### config.mk
export PLATFORM = sky130hd
export DESIGN_NAME = alu_dpath_top
export DESIGN_NICKNAME = d
export VERILOG_FILES = /design/src/verilog/alu_dpath_pkg.sv /design/src/verilog/alu_req_mux.sv /design/src/verilog/alu_shifter.sv /design/src/verilog/alu_adder_cmp.sv /design/src/verilog/alu_result_sel.sv /design/src/verilog/alu_shared_buf.sv /design/src/verilog/alu_dpath_top.sv
export SDC_FILE = /design/constraint.sdc
export NUM_CORES = 1
export LEC_CHECK = 0
export BUFFER_PORTS_ARGS = -buffer_cell sky130_fd_sc_hd__buf_2
export CAP_MARGIN = 20
export CORE_MARGIN = 2
export CORE_UTILIZATION = 25
export CTS_BUF_LIST = sky130_fd_sc_hd__clkbuf_4
export CTS_CLUSTER_SIZE = 24
export DETAILED_ROUTE_END_ITERATION = 6
export SKIP_CTS_REPAIR_TIMING = 1
export SYNTH_ARGS = -nofsm -noshare
export SYNTH_HDL_FRONTEND = slang
export SYNTH_SLANG_ARGS = --single-unit
export TNS_END_PERCENT = 10
### constraint.sdc
create_clock -name clk -period 12.29 [get_ports clk]
set_clock_uncertainty 0.2 [all_clocks]
set_input_delay 2.458 -clock clk [delete_from_list [all_inputs] [get_ports clk]]
set_output_delay 2.458 -clock clk [all_outputs]
set_load 0.005 [all_outputs]
### src/verilog/alu_dpath_pkg.sv
// Opcode encodings for the shared ALU datapath. XLEN must be even and is 32 by default
`default_nettype none

package alu_dpath_pkg;

  // Default datapath width
  parameter int xlen_default = 32;

  ////////////////////////////////////////
  // Requestor opcodes

  // Regular ALU requestor, one spare code
  typedef enum logic [3:0] {
    alu_add, alu_sub, alu_xor, alu_sll, alu_srl, alu_sra, alu_or, alu_and,
    alu_slt, alu_sltu, alu_lui,
    alu_nswapll, alu_nswaphl, alu_nswaplh, alu_nswaphh
  } alu_op_e;

  // Branch requestor
  typedef enum logic [2:0] {
    bjp_cmp_eq, bjp_cmp_ne, bjp_cmp_lt, bjp_cmp_gt, bjp_cmp_ltu, bjp_cmp_gtu,
    bjp_add
  } bjp_op_e;

  // Address requestor
  typedef enum logic [3:0] {
    agu_add, agu_and, agu_or, agu_xor, agu_max, agu_min, agu_maxu, agu_minu,
    agu_swap
  } agu_op_e;

  ////////////////////////////////////////
  // Internal datapath op

  // Zero must stay nop, the mux relies on an AND-OR merge
  typedef enum logic [4:0] {
    dp_nop = 5'd0,
    dp_add, dp_sub, dp_xor, dp_or, dp_and,
    dp_sll, dp_srl, dp_sra, dp_slt, dp_sltu, dp_mvop2,
    dp_max, dp_min, dp_maxu, dp_minu,
    dp_cmp_eq, dp_cmp_ne, dp_cmp_lt, dp_cmp_gt, dp_cmp_ltu, dp_cmp_gtu,
    dp_nswapll, dp_nswaphl, dp_nswaplh, dp_nswaphh
  } dpath_op_e;

endpackage

`default_nettype wire

### src/verilog/alu_req_mux.sv
// Requestor select for the shared ALU. At most one request may be high and this is not checked
`timescale 1ns/100ps
`default_nettype none

module alu_req_mux #(
  parameter int XLEN = 32
) (
  input  logic                       alu_req,
  input  alu_dpath_pkg::alu_op_e     alu_op,
  input  logic [XLEN-1:0]            alu_op1,
  input  logic [XLEN-1:0]            alu_op2,
  input  logic                       bjp_req,
  input  alu_dpath_pkg::bjp_op_e     bjp_op,
  input  logic [XLEN-1:0]            bjp_op1,
  input  logic [XLEN-1:0]            bjp_op2,
  input  logic                       agu_req,
  input  alu_dpath_pkg::agu_op_e     agu_op,
  input  logic [XLEN-1:0]            agu_op1,
  input  logic [XLEN-1:0]            agu_op2,
  output logic [XLEN-1:0]            mux_op1,
  output logic [XLEN-1:0]            mux_op2,
  output alu_dpath_pkg::dpath_op_e   dpath_op
);

  localparam int op_w = $bits(alu_dpath_pkg::dpath_op_e);

  alu_dpath_pkg::dpath_op_e alu_dp;
  alu_dpath_pkg::dpath_op_e bjp_dp;
  alu_dpath_pkg::dpath_op_e agu_dp;

  ////////////////////////////////////////
  // Opcode translation

  always_comb begin
    case (alu_op)
      alu_dpath_pkg::alu_add:     alu_dp = alu_dpath_pkg::dp_add;
      alu_dpath_pkg::alu_sub:     alu_dp = alu_dpath_pkg::dp_sub;
      alu_dpath_pkg::alu_xor:     alu_dp = alu_dpath_pkg::dp_xor;
      alu_dpath_pkg::alu_sll:     alu_dp = alu_dpath_pkg::dp_sll;
      alu_dpath_pkg::alu_srl:     alu_dp = alu_dpath_pkg::dp_srl;
      alu_dpath_pkg::alu_sra:     alu_dp = alu_dpath_pkg::dp_sra;
      alu_dpath_pkg::alu_or:      alu_dp = alu_dpath_pkg::dp_or;
      alu_dpath_pkg::alu_and:     alu_dp = alu_dpath_pkg::dp_and;
      alu_dpath_pkg::alu_slt:     alu_dp = alu_dpath_pkg::dp_slt;
      alu_dpath_pkg::alu_sltu:    alu_dp = alu_dpath_pkg::dp_sltu;
      // LUI just moves the immediate in op2
      alu_dpath_pkg::alu_lui:     alu_dp = alu_dpath_pkg::dp_mvop2;
      alu_dpath_pkg::alu_nswapll: alu_dp = alu_dpath_pkg::dp_nswapll;
      alu_dpath_pkg::alu_nswaphl: alu_dp = alu_dpath_pkg::dp_nswaphl;
      alu_dpath_pkg::alu_nswaplh: alu_dp = alu_dpath_pkg::dp_nswaplh;
      alu_dpath_pkg::alu_nswaphh: alu_dp = alu_dpath_pkg::dp_nswaphh;
      default:                    alu_dp = alu_dpath_pkg::dp_nop;
    endcase
  end

  always_comb begin
    case (bjp_op)
      alu_dpath_pkg::bjp_cmp_eq:  bjp_dp = alu_dpath_pkg::dp_cmp_eq;
      alu_dpath_pkg::bjp_cmp_ne:  bjp_dp = alu_dpath_pkg::dp_cmp_ne;
      alu_dpath_pkg::bjp_cmp_lt:  bjp_dp = alu_dpath_pkg::dp_cmp_lt;
      alu_dpath_pkg::bjp_cmp_gt:  bjp_dp = alu_dpath_pkg::dp_cmp_gt;
      alu_dpath_pkg::bjp_cmp_ltu: bjp_dp = alu_dpath_pkg::dp_cmp_ltu;
      alu_dpath_pkg::bjp_cmp_gtu: bjp_dp = alu_dpath_pkg::dp_cmp_gtu;
      alu_dpath_pkg::bjp_add:     bjp_dp = alu_dpath_pkg::dp_add;
      default:                    bjp_dp = alu_dpath_pkg::dp_nop;
    endcase
  end

  always_comb begin
    case (agu_op)
      alu_dpath_pkg::agu_add:  agu_dp = alu_dpath_pkg::dp_add;
      alu_dpath_pkg::agu_and:  agu_dp = alu_dpath_pkg::dp_and;
      alu_dpath_pkg::agu_or:   agu_dp = alu_dpath_pkg::dp_or;
      alu_dpath_pkg::agu_xor:  agu_dp = alu_dpath_pkg::dp_xor;
      alu_dpath_pkg::agu_max:  agu_dp = alu_dpath_pkg::dp_max;
      alu_dpath_pkg::agu_min:  agu_dp = alu_dpath_pkg::dp_min;
      alu_dpath_pkg::agu_maxu: agu_dp = alu_dpath_pkg::dp_maxu;
      alu_dpath_pkg::agu_minu: agu_dp = alu_dpath_pkg::dp_minu;
      // Swap is a plain move of op2
      alu_dpath_pkg::agu_swap: agu_dp = alu_dpath_pkg::dp_mvop2;
      default:                 agu_dp = alu_dpath_pkg::dp_nop;
    endcase
  end

  ////////////////////////////////////////
  // AND-OR merge of the three requestors

  // No request leaves everything at zero, i.e. nop
  assign mux_op1 = ({XLEN{alu_req}} & alu_op1)
                 | ({XLEN{bjp_req}} & bjp_op1)
                 | ({XLEN{agu_req}} & agu_op1);
  assign mux_op2 = ({XLEN{alu_req}} & alu_op2)
                 | ({XLEN{bjp_req}} & bjp_op2)
                 | ({XLEN{agu_req}} & agu_op2);

  assign dpath_op = alu_dpath_pkg::dpath_op_e'(
                      ({op_w{alu_req}} & alu_dp)
                    | ({op_w{bjp_req}} & bjp_dp)
                    | ({op_w{agu_req}} & agu_dp));

endmodule

`default_nettype wire

### src/verilog/alu_shifter.sv
// Shared shifter of the regular ALU requestor. Shift amount is the low log2(XLEN) bits of op2
`timescale 1ns/100ps
`default_nettype none

module alu_shifter #(
  parameter int XLEN = 32
) (
  input  alu_dpath_pkg::dpath_op_e dpath_op,
  input  logic [XLEN-1:0]          op1,
  input  logic [XLEN-1:0]          op2,
  output logic [XLEN-1:0]          sll_res,
  output logic [XLEN-1:0]          srl_res,
  output logic [XLEN-1:0]          sra_res
);

  localparam int shamt_w = $clog2(XLEN);

  logic                op_right;
  logic                op_shift;
  logic [XLEN-1:0]     shift_in1;
  logic [shamt_w-1:0]  shift_in2;
  logic [XLEN-1:0]     shift_res;
  logic [XLEN-1:0]     eff_mask;

  // Mirror a word end to end
  function automatic logic [XLEN-1:0] bit_rev(input logic [XLEN-1:0] din);
    logic [XLEN-1:0] dout;
    for (int i = 0; i < XLEN; i++) begin
      dout[i] = din[XLEN-1-i];
    end
    return dout;
  endfunction

  assign op_right = (dpath_op == alu_dpath_pkg::dp_srl) | (dpath_op == alu_dpath_pkg::dp_sra);
  assign op_shift = op_right | (dpath_op == alu_dpath_pkg::dp_sll);

  // Inputs held at zero unless a shift is decoded
  // Right shifts reuse the left shifter on a mirrored operand
  assign shift_in1 = {XLEN{op_shift}} & (op_right ? bit_rev(op1) : op1);
  assign shift_in2 = {shamt_w{op_shift}} & op2[shamt_w-1:0];

  assign shift_res = shift_in1 << shift_in2;

  assign sll_res = shift_res;
  assign srl_res = bit_rev(shift_res);

  // Mask marks the bits kept from srl, the rest take the sign
  assign eff_mask = {XLEN{1'b1}} >> shift_in2;
  assign sra_res  = (srl_res & eff_mask) | ({XLEN{op1[XLEN-1]}} & ~eff_mask);

endmodule

`default_nettype wire

### src/verilog/alu_adder_cmp.sv
// Shared adder, XOR unit and compare logic. Operands are extended to XLEN+1 bits internally
`timescale 1ns/100ps
`default_nettype none

module alu_adder_cmp #(
  parameter int XLEN = 32
) (
  input  alu_dpath_pkg::dpath_op_e dpath_op,
  input  logic [XLEN-1:0]          op1,
  input  logic [XLEN-1:0]          op2,
  output logic [XLEN-1:0]          addsub_res,
  output logic [XLEN-1:0]          xor_res,
  output logic [XLEN-1:0]          slt_res,
  output logic [XLEN-1:0]          maxmin_res,
  output logic                     cmp_res
);

  logic            op_unsigned;
  logic            adder_sub;
  logic            adder_on;
  logic [XLEN:0]   adder_op1;
  logic [XLEN:0]   adder_op2;
  logic [XLEN:0]   adder_in1;
  logic [XLEN:0]   adder_in2;
  logic            adder_cin;
  logic [XLEN:0]   adder_res;
  logic            xor_on;
  logic [XLEN-1:0] xor_in1;
  logic [XLEN-1:0] xor_in2;
  logic            neq;
  logic            op1_lt_op2;
  logic            maxmin_sel_op1;

  ////////////////////////////////////////
  // Adder

  // Unsigned variants zero-extend
  assign op_unsigned = dpath_op inside {alu_dpath_pkg::dp_sltu, alu_dpath_pkg::dp_cmp_ltu,
                                        alu_dpath_pkg::dp_cmp_gtu, alu_dpath_pkg::dp_maxu,
                                        alu_dpath_pkg::dp_minu};

  // Everything that compares goes through a subtract
  assign adder_sub = dpath_op inside {alu_dpath_pkg::dp_sub, alu_dpath_pkg::dp_slt,
                                      alu_dpath_pkg::dp_sltu, alu_dpath_pkg::dp_cmp_eq,
                                      alu_dpath_pkg::dp_cmp_ne, alu_dpath_pkg::dp_cmp_lt,
                                      alu_dpath_pkg::dp_cmp_gt, alu_dpath_pkg::dp_cmp_ltu,
                                      alu_dpath_pkg::dp_cmp_gtu, alu_dpath_pkg::dp_max,
                                      alu_dpath_pkg::dp_min, alu_dpath_pkg::dp_maxu,
                                      alu_dpath_pkg::dp_minu};
  assign adder_on  = adder_sub | (dpath_op == alu_dpath_pkg::dp_add);

  assign adder_op1 = {(~op_unsigned) & op1[XLEN-1], op1};
  assign adder_op2 = {(~op_unsigned) & op2[XLEN-1], op2};

  // Gated inputs keep the adder quiet when unused
  assign adder_in1 = {(XLEN+1){adder_on}} & adder_op1;
  assign adder_in2 = {(XLEN+1){adder_on}} & (adder_sub ? ~adder_op2 : adder_op2);
  assign adder_cin = adder_on & adder_sub;

  // Two's complement subtract as op1 + ~op2 + 1
  assign adder_res = adder_in1 + adder_in2 + {{XLEN{1'b0}}, adder_cin};
  assign addsub_res = adder_res[XLEN-1:0];

  ////////////////////////////////////////
  // XOR unit

  assign xor_on  = dpath_op inside {alu_dpath_pkg::dp_xor, alu_dpath_pkg::dp_cmp_eq,
                                    alu_dpath_pkg::dp_cmp_ne};
  assign xor_in1 = {XLEN{xor_on}} & op1;
  assign xor_in2 = {XLEN{xor_on}} & op2;
  assign xor_res = xor_in1 ^ xor_in2;

  ////////////////////////////////////////
  // Compare, slt and max/min

  // Any differing bit means not equal
  assign neq = |xor_res;
  // Negative difference means op1 below op2
  assign op1_lt_op2 = adder_res[XLEN];

  // gt also holds on equal operands
  always_comb begin
    case (dpath_op)
      alu_dpath_pkg::dp_cmp_eq:  cmp_res = ~neq;
      alu_dpath_pkg::dp_cmp_ne:  cmp_res = neq;
      alu_dpath_pkg::dp_cmp_lt,
      alu_dpath_pkg::dp_cmp_ltu: cmp_res = op1_lt_op2;
      alu_dpath_pkg::dp_cmp_gt,
      alu_dpath_pkg::dp_cmp_gtu: cmp_res = ~op1_lt_op2;
      default:                   cmp_res = 1'b0;
    endcase
  end

  assign slt_res = {{(XLEN-1){1'b0}},
                    (dpath_op inside {alu_dpath_pkg::dp_slt, alu_dpath_pkg::dp_sltu}) & op1_lt_op2};

  // Max keeps op1 when not below and min keeps op1 when below
  assign maxmin_sel_op1 =
      ((dpath_op inside {alu_dpath_pkg::dp_max, alu_dpath_pkg::dp_maxu}) & ~op1_lt_op2)
    | ((dpath_op inside {alu_dpath_pkg::dp_min, alu_dpath_pkg::dp_minu}) &  op1_lt_op2);
  assign maxmin_res = maxmin_sel_op1 ? op1 : op2;

endmodule

`default_nettype wire

### src/verilog/alu_result_sel.sv
// Final result select of the shared ALU. The half-word swaps assume an even XLEN
`timescale 1ns/100ps
`default_nettype none

module alu_result_sel #(
  parameter int XLEN = 32
) (
  input  alu_dpath_pkg::dpath_op_e dpath_op,
  input  logic [XLEN-1:0]          op1,
  input  logic [XLEN-1:0]          op2,
  input  logic [XLEN-1:0]          sll_res,
  input  logic [XLEN-1:0]          srl_res,
  input  logic [XLEN-1:0]          sra_res,
  input  logic [XLEN-1:0]          addsub_res,
  input  logic [XLEN-1:0]          xor_res,
  input  logic [XLEN-1:0]          slt_res,
  input  logic [XLEN-1:0]          maxmin_res,
  output logic [XLEN-1:0]          res
);

  localparam int half = XLEN / 2;

  logic            op_swap;
  logic            op_addsub;
  logic            op_maxmin;
  logic [XLEN-1:0] swap_op1;
  logic [XLEN-1:0] swap_op2;

  ////////////////////////////////////////
  // Op classes

  // Compares also show their difference on res
  assign op_addsub = dpath_op inside {alu_dpath_pkg::dp_add, alu_dpath_pkg::dp_sub,
                                      alu_dpath_pkg::dp_cmp_eq, alu_dpath_pkg::dp_cmp_ne,
                                      alu_dpath_pkg::dp_cmp_lt, alu_dpath_pkg::dp_cmp_gt,
                                      alu_dpath_pkg::dp_cmp_ltu, alu_dpath_pkg::dp_cmp_gtu};
  assign op_maxmin = dpath_op inside {alu_dpath_pkg::dp_max, alu_dpath_pkg::dp_min,
                                      alu_dpath_pkg::dp_maxu, alu_dpath_pkg::dp_minu};
  assign op_swap   = dpath_op inside {alu_dpath_pkg::dp_nswapll, alu_dpath_pkg::dp_nswaphl,
                                      alu_dpath_pkg::dp_nswaplh, alu_dpath_pkg::dp_nswaphh};

  // Swap operands gated like the other units
  assign swap_op1 = {XLEN{op_swap}} & op1;
  assign swap_op2 = {XLEN{op_swap}} & op2;

  ////////////////////////////////////////
  // Gated-OR select

  // op1 half goes high, op2 half goes low
  assign res =
      ({XLEN{dpath_op == alu_dpath_pkg::dp_or}}    & (op1 | op2))
    | ({XLEN{dpath_op == alu_dpath_pkg::dp_and}}   & (op1 & op2))
    | ({XLEN{dpath_op == alu_dpath_pkg::dp_xor}}   & xor_res)
    | ({XLEN{op_addsub}}                           & addsub_res)
    | ({XLEN{dpath_op == alu_dpath_pkg::dp_sll}}   & sll_res)
    | ({XLEN{dpath_op == alu_dpath_pkg::dp_srl}}   & srl_res)
    | ({XLEN{dpath_op == alu_dpath_pkg::dp_sra}}   & sra_res)
    | ({XLEN{dpath_op == alu_dpath_pkg::dp_mvop2}} & op2)
    | slt_res
    | ({XLEN{op_maxmin}}                           & maxmin_res)
    | ({XLEN{dpath_op == alu_dpath_pkg::dp_nswapll}}
         & {swap_op1[half-1:0], swap_op2[half-1:0]})
    | ({XLEN{dpath_op == alu_dpath_pkg::dp_nswaphl}}
         & {swap_op1[XLEN-1:half], swap_op2[half-1:0]})
    | ({XLEN{dpath_op == alu_dpath_pkg::dp_nswaplh}}
         & {swap_op1[half-1:0], swap_op2[XLEN-1:half]})
    | ({XLEN{dpath_op == alu_dpath_pkg::dp_nswaphh}}
         & {swap_op1[XLEN-1:half], swap_op2[XLEN-1:half]});

endmodule

`default_nettype wire

### src/verilog/alu_shared_buf.sv
// Two shared buffer registers of the address requestor. Loads take one clock and reset is synchronous
`timescale 1ns/100ps
`default_nettype none

module alu_shared_buf #(
  parameter int XLEN = 32
) (
  input  logic            clk,
  input  logic            rst_n,
  input  logic            sbf_0_ena,
  input  logic [XLEN-1:0] sbf_0_nxt,
  input  logic            sbf_1_ena,
  input  logic [XLEN-1:0] sbf_1_nxt,
  output logic [XLEN-1:0] sbf_0_r,
  output logic [XLEN-1:0] sbf_1_r
);

  // Each buffer holds until its own enable
  always_ff @(posedge clk) begin
    if (!rst_n) begin
      sbf_0_r <= '0;
      sbf_1_r <= '0;
    end else begin
      if (sbf_0_ena) begin
        sbf_0_r <= sbf_0_nxt;
      end
      if (sbf_1_ena) begin
        sbf_1_r <= sbf_1_nxt;
      end
    end
  end

endmodule

`default_nettype wire

### src/verilog/alu_dpath_top.sv
// Shared ALU datapath top. Results are combinational and requests must be mutually exclusive
`timescale 1ns/100ps
`default_nettype none

module alu_dpath_top #(
  parameter int XLEN = alu_dpath_pkg::xlen_default
) (
  input  logic                   clk,
  input  logic                   rst_n,
  // Regular ALU requestor
  input  logic                   alu_req,
  input  alu_dpath_pkg::alu_op_e alu_op,
  input  logic [XLEN-1:0]        alu_op1,
  input  logic [XLEN-1:0]        alu_op2,
  // Branch requestor
  input  logic                   bjp_req,
  input  alu_dpath_pkg::bjp_op_e bjp_op,
  input  logic [XLEN-1:0]        bjp_op1,
  input  logic [XLEN-1:0]        bjp_op2,
  // Address requestor and its buffers
  input  logic                   agu_req,
  input  alu_dpath_pkg::agu_op_e agu_op,
  input  logic [XLEN-1:0]        agu_op1,
  input  logic [XLEN-1:0]        agu_op2,
  input  logic                   agu_sbf_0_ena,
  input  logic [XLEN-1:0]        agu_sbf_0_nxt,
  input  logic                   agu_sbf_1_ena,
  input  logic [XLEN-1:0]        agu_sbf_1_nxt,
  // Shared results
  output logic [XLEN-1:0]        res,
  output logic                   cmp_res,
  output logic [XLEN-1:0]        agu_sbf_0_r,
  output logic [XLEN-1:0]        agu_sbf_1_r
);

  logic [XLEN-1:0]          mux_op1;
  logic [XLEN-1:0]          mux_op2;
  alu_dpath_pkg::dpath_op_e dpath_op;
  logic [XLEN-1:0]          sll_res;
  logic [XLEN-1:0]          srl_res;
  logic [XLEN-1:0]          sra_res;
  logic [XLEN-1:0]          addsub_res;
  logic [XLEN-1:0]          xor_res;
  logic [XLEN-1:0]          slt_res;
  logic [XLEN-1:0]          maxmin_res;

  ////////////////////////////////////////
  // Requestor select

  alu_req_mux #(.XLEN(XLEN)) i_alu_req_mux (
    .alu_req  (alu_req),
    .alu_op   (alu_op),
    .alu_op1  (alu_op1),
    .alu_op2  (alu_op2),
    .bjp_req  (bjp_req),
    .bjp_op   (bjp_op),
    .bjp_op1  (bjp_op1),
    .bjp_op2  (bjp_op2),
    .agu_req  (agu_req),
    .agu_op   (agu_op),
    .agu_op1  (agu_op1),
    .agu_op2  (agu_op2),
    .mux_op1  (mux_op1),
    .mux_op2  (mux_op2),
    .dpath_op (dpath_op)
  );

  ////////////////////////////////////////
  // Shared units

  // Only the regular ALU shifts, so its operands feed the shifter directly
  alu_shifter #(.XLEN(XLEN)) i_alu_shifter (
    .dpath_op (dpath_op),
    .op1      (alu_op1),
    .op2      (alu_op2),
    .sll_res  (sll_res),
    .srl_res  (srl_res),
    .sra_res  (sra_res)
  );

  alu_adder_cmp #(.XLEN(XLEN)) i_alu_adder_cmp (
    .dpath_op   (dpath_op),
    .op1        (mux_op1),
    .op2        (mux_op2),
    .addsub_res (addsub_res),
    .xor_res    (xor_res),
    .slt_res    (slt_res),
    .maxmin_res (maxmin_res),
    .cmp_res    (cmp_res)
  );

  alu_result_sel #(.XLEN(XLEN)) i_alu_result_sel (
    .dpath_op   (dpath_op),
    .op1        (mux_op1),
    .op2        (mux_op2),
    .sll_res    (sll_res),
    .srl_res    (srl_res),
    .sra_res    (sra_res),
    .addsub_res (addsub_res),
    .xor_res    (xor_res),
    .slt_res    (slt_res),
    .maxmin_res (maxmin_res),
    .res        (res)
  );

  // Buffers belong to the address requestor only
  alu_shared_buf #(.XLEN(XLEN)) i_alu_shared_buf (
    .clk       (clk),
    .rst_n     (rst_n),
    .sbf_0_ena (agu_sbf_0_ena),
    .sbf_0_nxt (agu_sbf_0_nxt),
    .sbf_1_ena (agu_sbf_1_ena),
    .sbf_1_nxt (agu_sbf_1_nxt),
    .sbf_0_r   (agu_sbf_0_r),
    .sbf_1_r   (agu_sbf_1_r)
  );

endmodule

`default_nettype wire

==> results of run 1 <==
-- flip-flops by register name (all words and copies together), names as in the netlist --
name,count
i_alu_shared_buf.sbf_0_r,32
i_alu_shared_buf.sbf_1_r,32
-- cells by family (layout without fill, tap and decap cells) --
| logic type | Yosys count | in the layout | synth area share [%] |
|---|---|---|---|
| AO/OA/AOI/OAI | 652 | 652 | 38.9 |
| buffers and inverters | 183 | 531 | 6.52 |
| other | 0 | 1 | 0 |
| AND/OR/NAND/NOR | 605 | 605 | 24.4 |
| multiplexers | 126 | 126 | 10.5 |
| flip-flops | 64 | 64 | 10.6 |
| XOR/XNOR | 64 | 64 | 4.77 |
| adder cells (fa/ha/maj) | 41 | 41 | 4.37 |
-- stage by stage --
stage | worst slack (ps) | hold WS [ps] | total power, mW | util, % | cells
after global placement | 719 | 290 | 1.32 | 31.3 | 2680
after CTS | 607 | 330 | 1.46 | 31.5 | 2696
after global routing | 35.9 | 351 | 1.57 | 31.6 | 2698
after floorplan | 1500 | 307 | 0.853 | - | 1735
final | 510 | 326 | 1.50 | 31.6 | 2699
after detailed placement | 619 | 304 | 1.32 | 31.3 | 2680
-- power groups by stage --
stage | logic (mW) | registers [mW] | clock network, mW
3_3_place_gp | 1.09 | 0.230 | 0
2_1_floorplan | 0.621 | 0.231 | 0
5_1_grt | 1.19 | 0.228 | 0.146
3_5_place_dp | 1.09 | 0.230 | 0
6_report | 1.14 | 0.227 | 0.135
4_1_cts | 1.09 | 0.227 | 0.139
-- worst reg2reg max path, stage by stage (launching register included) --
cell	delay, ps
dfxtp_1	420
mux2i_1	90
nor2b_1	130
-- worst min path at each step --
stage / cells after the start / to / slack, ps / startpoint
after floorplan: 2 / i_alu_shared_buf.sbf_0_r[0] / 310 / i_alu_shared_buf.sbf_0_r[0]
after global placement: 2 / i_alu_shared_buf.sbf_1_r[28] / 290 / i_alu_shared_buf.sbf_1_r[28]
after detailed placement: 2 / i_alu_shared_buf.sbf_0_r[6] / 300 / i_alu_shared_buf.sbf_0_r[6]
after CTS: 2 / i_alu_shared_buf.sbf_0_r[15] / 330 / i_alu_shared_buf.sbf_0_r[15]
after global routing: 2 / i_alu_shared_buf.sbf_1_r[6] / 350 / i_alu_shared_buf.sbf_1_r[6]
final: 2 / i_alu_shared_buf.sbf_0_r[15] / 330 / i_alu_shared_buf.sbf_0_r[15]
-- Yosys cell counts, types with 39 or more instances --
cell      number
a21oi_1      134
a222oi_1      61
clkbuf_1      91
dfxtp_1       64
ha_1          39
mux2i_1      123
nand2_1      184
nand3_1       76
nor2_1       145
nor2b_1       71
o211ai_1      46
o21ai_0       90
o22ai_1       42
xnor2_1       40
-- cell type report --
type                       instances  area [um2]
inverter                          23        86.3
clock buffer                       9        67.6
clock inverter                     7        62.6
sequential                        64        1280
antenna                            1        2.50
tap                              615         769
timing repair buffer             492        2770
fill                            5223       32600
multi-input combinational       1488       10100
-- per-layer routing --
| layer | routed length, um | vias up |
|---|---|---|
| met4 | 6780 | 0 |
| met1 | 30500 | 8036 |
| li1 | - | 7392 |
| met5 | 0 | - |
| met2 | 35100 | 1274 |
| met3 | 8440 | 280 |
==> summary.md, run 1 <==
| Metric | Value |
|---|---|
| Post-route ant nets | 0 |
| Power per cell area | 99.5 nW/um2 |
| Slowest-stage cell, CP | or4_1 |
| Initial antenna violation count | 1 |
| Core ar. | 47,700 um2 |
| Stages on worst setup path | 26 |
| Share of the synthesized area in the top cell type | 10.6% |
| Sink Count | 64 |
| Crit path largest cell delay | 690 ps |
| Clock network fraction of total power | 9.0% |
| Int Pwr | 0.679 mW |
| Hold Violations, Final | 0 |
| Failing checks | DRC |
| Total CTS buffers | 9 |
| Met2 usage | 49.4% |
| Critical R2R Launch | i_alu_shared_buf.sbf_1_r[11] |
| Prevailing post-synth register cell | dfxtp_1 |
| Met1 Resource Use GR | 37.7% |
| Commonest non-fill, non-tap cell in the layout | buf_2 |
| Buffers on Ports | 370 |
| Mapped Cells | 1,735 |
| Crit-path most repeated cell | o21ai_1 |
| Number of distinct library cells after synthesis | 92 |
| Min-Delay Path Class | flop to flop |
| Hpwl dp | 64,800 um |
| Commonest cells after routing, fill and taps aside | buf_2 (371), nand2_1 (184), nor2_1 (145) |
| Site row count | 80 |
| Crit path to | res[13] |
| Post-route cell area | 15,100 um2 |
| Flops & latches, synth | 64 |
| CTS Root Cell | clkbuf_4 |
| Worst-path fanout max | 13 |
| Worst-Skew Late Latency | 400 ps |
| Sequential power share | 15.1% |
| Critical path arrival | 9120 ps |
| Crit path kind | input port to output pin |
| H-tree depth | 3 |
| Crit. End Element | output pin |
| WL/cell | 30.0 um |
| Worst setup SP type | input port |
| Met3 GRT Util | 5.60% |
| Switching Share | 54.8% |
| Lkg Pwr | 6.67 nW |
| Routed vias/inst | 6.29 |
| Synth Net Count | 2,050 |
| Worst setup path startpoint | alu_op[0] |
| Total number of vias | 17.0k |
| Deepest clock path buffer count | 2 |
| Final Max Tran Viols | 0 |
| TNS Setup | 0 ps |
| Critical path's top delay family | compound AO/OA/AOI/OAI gates |
| Total wire length | 80,900 um |
| First-pass GRT wire length | 114,000 um |
| Worst r2r dst | i_alu_shared_buf.sbf_1_r[11] |
| Max_slew headroom | 5.89% |
| Endpoints failing setup | 0 |
| Fmax | 0.0849 GHz |
| Fin crit share | 95.8% |
| Initial core utilization | 25.3% |
| Largest net degree at the start of global routing | 65 |
| Area Overhead vs Synth | 25.1% |
| Largest cells by area after synthesis | dfxtp_1 (11%), mux2i_1 (10%), nand2_1 (5.7%) |
| Fin nets | 2,393 |
| Number of global-route vias before repair | 16.3k |
| Comb pwr share | 75.9% |
| Mapped cell area | 12,100 um2 |
| Worst slew pin tran | 1410 ps |
| Placement Cell Area | 14,900 um2 |
| Gr ovfl total | 0 |
| Psw | 0.824 mW |
| EDFF count, synth | 0 |
| Tmin final | 11,780 ps |
| GR peak layer | met2 |
| GP Congestion | 1.11 |
| Io pins | 371 |
| DRC | 9 |
| Drt pass-1 iters | 7 |
| Status | finished, violations left |
| CTS tree | yes |
| Share of layout cells above drive strength 1 | 26.5% |
| Setup slack, reg-to-reg | 11,400 ps |
| Max cap viols | 0 |
| Yosys top cell by area | dfxtp_1 |
| Max rail drop VDD | 0.0888 mV |
| Mean Syn Cell Area | 6.96 um2 |
| Clock-pin slew on the worst setup and hold paths | 90 ps |
| Warnings from Yosys | 0 |
| GRT Resource Usage Total | 31.1% |
| Worst Path Buf+Inv | 5 |
| Die Height | 224 um |
| DRT iter0 DRCs | 2,326 |
| Die width | 224 um |
| RSZ-0062 raised after global routing | no |
| Worst path required time | 9630 ps |
| FF-to-FF path depth | 2 |
| Seq/Total Area, Yosys | 10.6% |
| Async SR Flop Fraction | 0% |
| DIE AREA | 50,100 um2 |
Note: power is estimated with default switching activity, not from simulation.
==> inputs of run 2 (changes only) <==
Settings changed: CTS_BUF_LIST sky130_fd_sc_hd__clkbuf_4 to sky130_fd_sc_hd__clkbuf_16.
==> run 2 against run 1 <==
Effect of this change:
- the run still ends with DRC left
- global-route usage up 0.062 points
- wire length rose by 0.29%
- combinational power is essentially flat
- utilization is 0.33 points higher
- critical path depth is 2 lower
- register-to-register slack barely moved
- clock-buffer cell count did not move
- critical path type unchanged
==> summary.md, run 2 (synthesized netlist as in run 1, its figures left out) <==
| Metric | Value |
|---|---|
| Status | finished, violations left |
| Failing checks | DRC |
| Initial antenna violation count | 1 (unchanged) |
| CTS tree | yes |
| WL/cell | 30.1 um (+0.29%) |
| Sink Count | 64 (unchanged) |
| Area Overhead vs Synth | 26.4% |
| Worst Hold Path Cells | 2 (unchanged) |
| Min-Delay Path Class | flop to flop |
| Clock-pin slew on the worst setup and hold paths | 50 ps (-40 ps) |
| Critical R2R Launch | i_alu_shared_buf.sbf_1_r[11] |
| Commonest cells after routing, fill and taps aside | buf_2 (371), nand2_1 (184), nor2_1 (145) |
| Hold_sp | i_alu_shared_buf.sbf_0_r[15] |
| Total CTS buffers | 9 (unchanged) |
| Core ar. | 47,700 um2 (unchanged) |
| Number of global-route vias before repair | 16.3k (-0.086%) |
| Worst-Skew Late Latency | 320 ps (-80 ps) |
| Fin crit share | 96.2% (+0.38 points) |
| Fmax | 0.0846 GHz (-0.39%) |
| Io pins | 371 (unchanged) |
| Fill cells | 5,207 (-0.31%) |
| Worst setup SP type | input port |
| Total wire length | 81,100 um (+0.29%) |
| GP Congestion | 1.11 (unchanged) |
| Final Max Tran Viols | 0 (unchanged) |
| Pwr Total | 1.61 mW (+7.4%) |
| Hold Violations, Final | 0 (unchanged) |
| First-pass GRT wire length | 115,000 um (+0.13%) |
| Hpwl dp | 64,800 um (unchanged) |
| CTS Root Cell | clkbuf_16 |
| Placement Cell Area | 14,900 um2 (unchanged) |
| Initial core utilization | 25.3% (unchanged) |
| Endpoints failing setup | 0 (unchanged) |
| Total number of vias | 17.1k (+0.47%) |
| DRC | 1 (-8) |
| Largest registers | i_alu_shared_buf.sbf_0_r x32, i_alu_shared_buf.sbf_1_r x32 |
| Lkg Pwr | 6.74 nW (+1.0%) |
| Drt pass-1 iters | 7 (unchanged) |
| Gr ovfl total | 0 (unchanged) |
| Deepest clock path buffer count | 2 (unchanged) |
| Worst slew pin tran | 1420 ps (+10.6 ps) |
| Fin nets | 2,393 (unchanged) |
| Worst path required time | 9630 ps (about the same) |
| TNS Setup | 0 ps (unchanged) |
| Post-route ant nets | 0 (unchanged) |
| Commonest non-fill, non-tap cell in the layout | buf_2 |
| Power per cell area | 106 nW/um2 (+6.3%) |
| Crit. End Element | output pin |
| H-tree depth | 3 (unchanged) |
| GRT Resource Usage Total | 31.1% (+0.062 points) |
| Worst-path fanout max | 16 (+3) |
| DRT iter0 DRCs | 2,598 (+12%) |
| Max cap viols | 0 (unchanged) |
| Crit path kind | input port to output pin |
| Max rail drop VDD | 0.101 mV (+14%) |
| Site row count | 80 (unchanged) |
| Post-route cell area | 15,300 um2 (+1.0%) |
| FF-to-FF path depth | 2 (unchanged) |
| Buffers on Ports | 370 (unchanged) |
| DIE AREA | 50,100 um2 (unchanged) |
| Worst setup path startpoint | alu_op[0] |
| Share of layout cells above drive strength 1 | 26.5% (unchanged) |
| Max_slew headroom | 5.18% (-0.71 points) |
| Routed vias/inst | 6.32 (+0.47%) |
| Tmin final | 11,830 ps (+46.1 ps) |
| Die Height | 224 um (unchanged) |
| Largest net degree at the start of global routing | 65 (unchanged) |
| Die width | 224 um (unchanged) |
| Critical path arrival | 9170 ps (+50 ps) |
| RSZ-0062 raised after global routing | no |
run 2: cell counts in the layout (fill, tap and decap cells not counted):
Identical to the previous run, type by type.
run 2: layout make-up:
class | count | area (um2) | area share (%)
timing repair buffer | 492 | 2770 | 18.1
clock inverter | 7 | 62.6 | 0.410
inverter | 23 | 86.3 | 0.566
multi-input combinational | 1488 | 10100 | 66.0
sequential | 64 | 1280 | 8.40
antenna | 1 | 2.50 | 0.0164
tap | 615 | 769 | 5.04
clock buffer | 9 | 225 | 1.48
run 2: power by group:
part / leakage [nW] / internal (mW) / switching (mW)
clock network: 0.136 / 0.155 / 0.0895
logic: 6.07 / 0.399 / 0.743
registers: 0.529 / 0.220 / 0.00685
run 2: worst paths after layout:
| check | slack, ps | to |
|---|---|---|
| setup / recovery | 460 | res[8] |
| hold / removal | 310 | i_alu_shared_buf.sbf_0_r[15] |
| setup reg to reg | 11410 | i_alu_shared_buf.sbf_1_r[11] |
| hold reg to reg | 310 | i_alu_shared_buf.sbf_0_r[15] |
run 2: metal layers:
metal	vias up	wire (um)	GRT usage, %
met2	1318	35100	49.3
met1	8065	30400	37.8
met3	297	8640	5.77
li1	7381	-	-
met5	-	0	0
met4	0	6960	22.7
run 2: through the flow:
stage                     hold WS [ps]  setup WS [ps]  util (%)  cells
final                              314            464      32.0   2699
after global routing               342           35.9      32.0   2698
after CTS                          319            607      31.9   2696
after detailed placement           304            619      31.3   2680
after global placement             290            719      31.3   2680
after floorplan                    307           1500         -   1735
run 2: critical path, cell delays in order:
cell and delay [ps]:
buf_2 160, inv_1 90, ha_1 310, and3b_1 160, a211oi_1 70, or4_1 700
a21oi_1 240, o22ai_1 100, o21ai_2 280, inv_1 110, fa_1 490, fa_1 500
a211oi_1 360, o21ai_1 160, nand2_1 150, o21ai_1 150, a41oi_1 430, o31ai_1 230
xnor2_2 630, xor2_4 490, nand2_1 120, and3_1 200, a2111o_1 410, buf_2 160
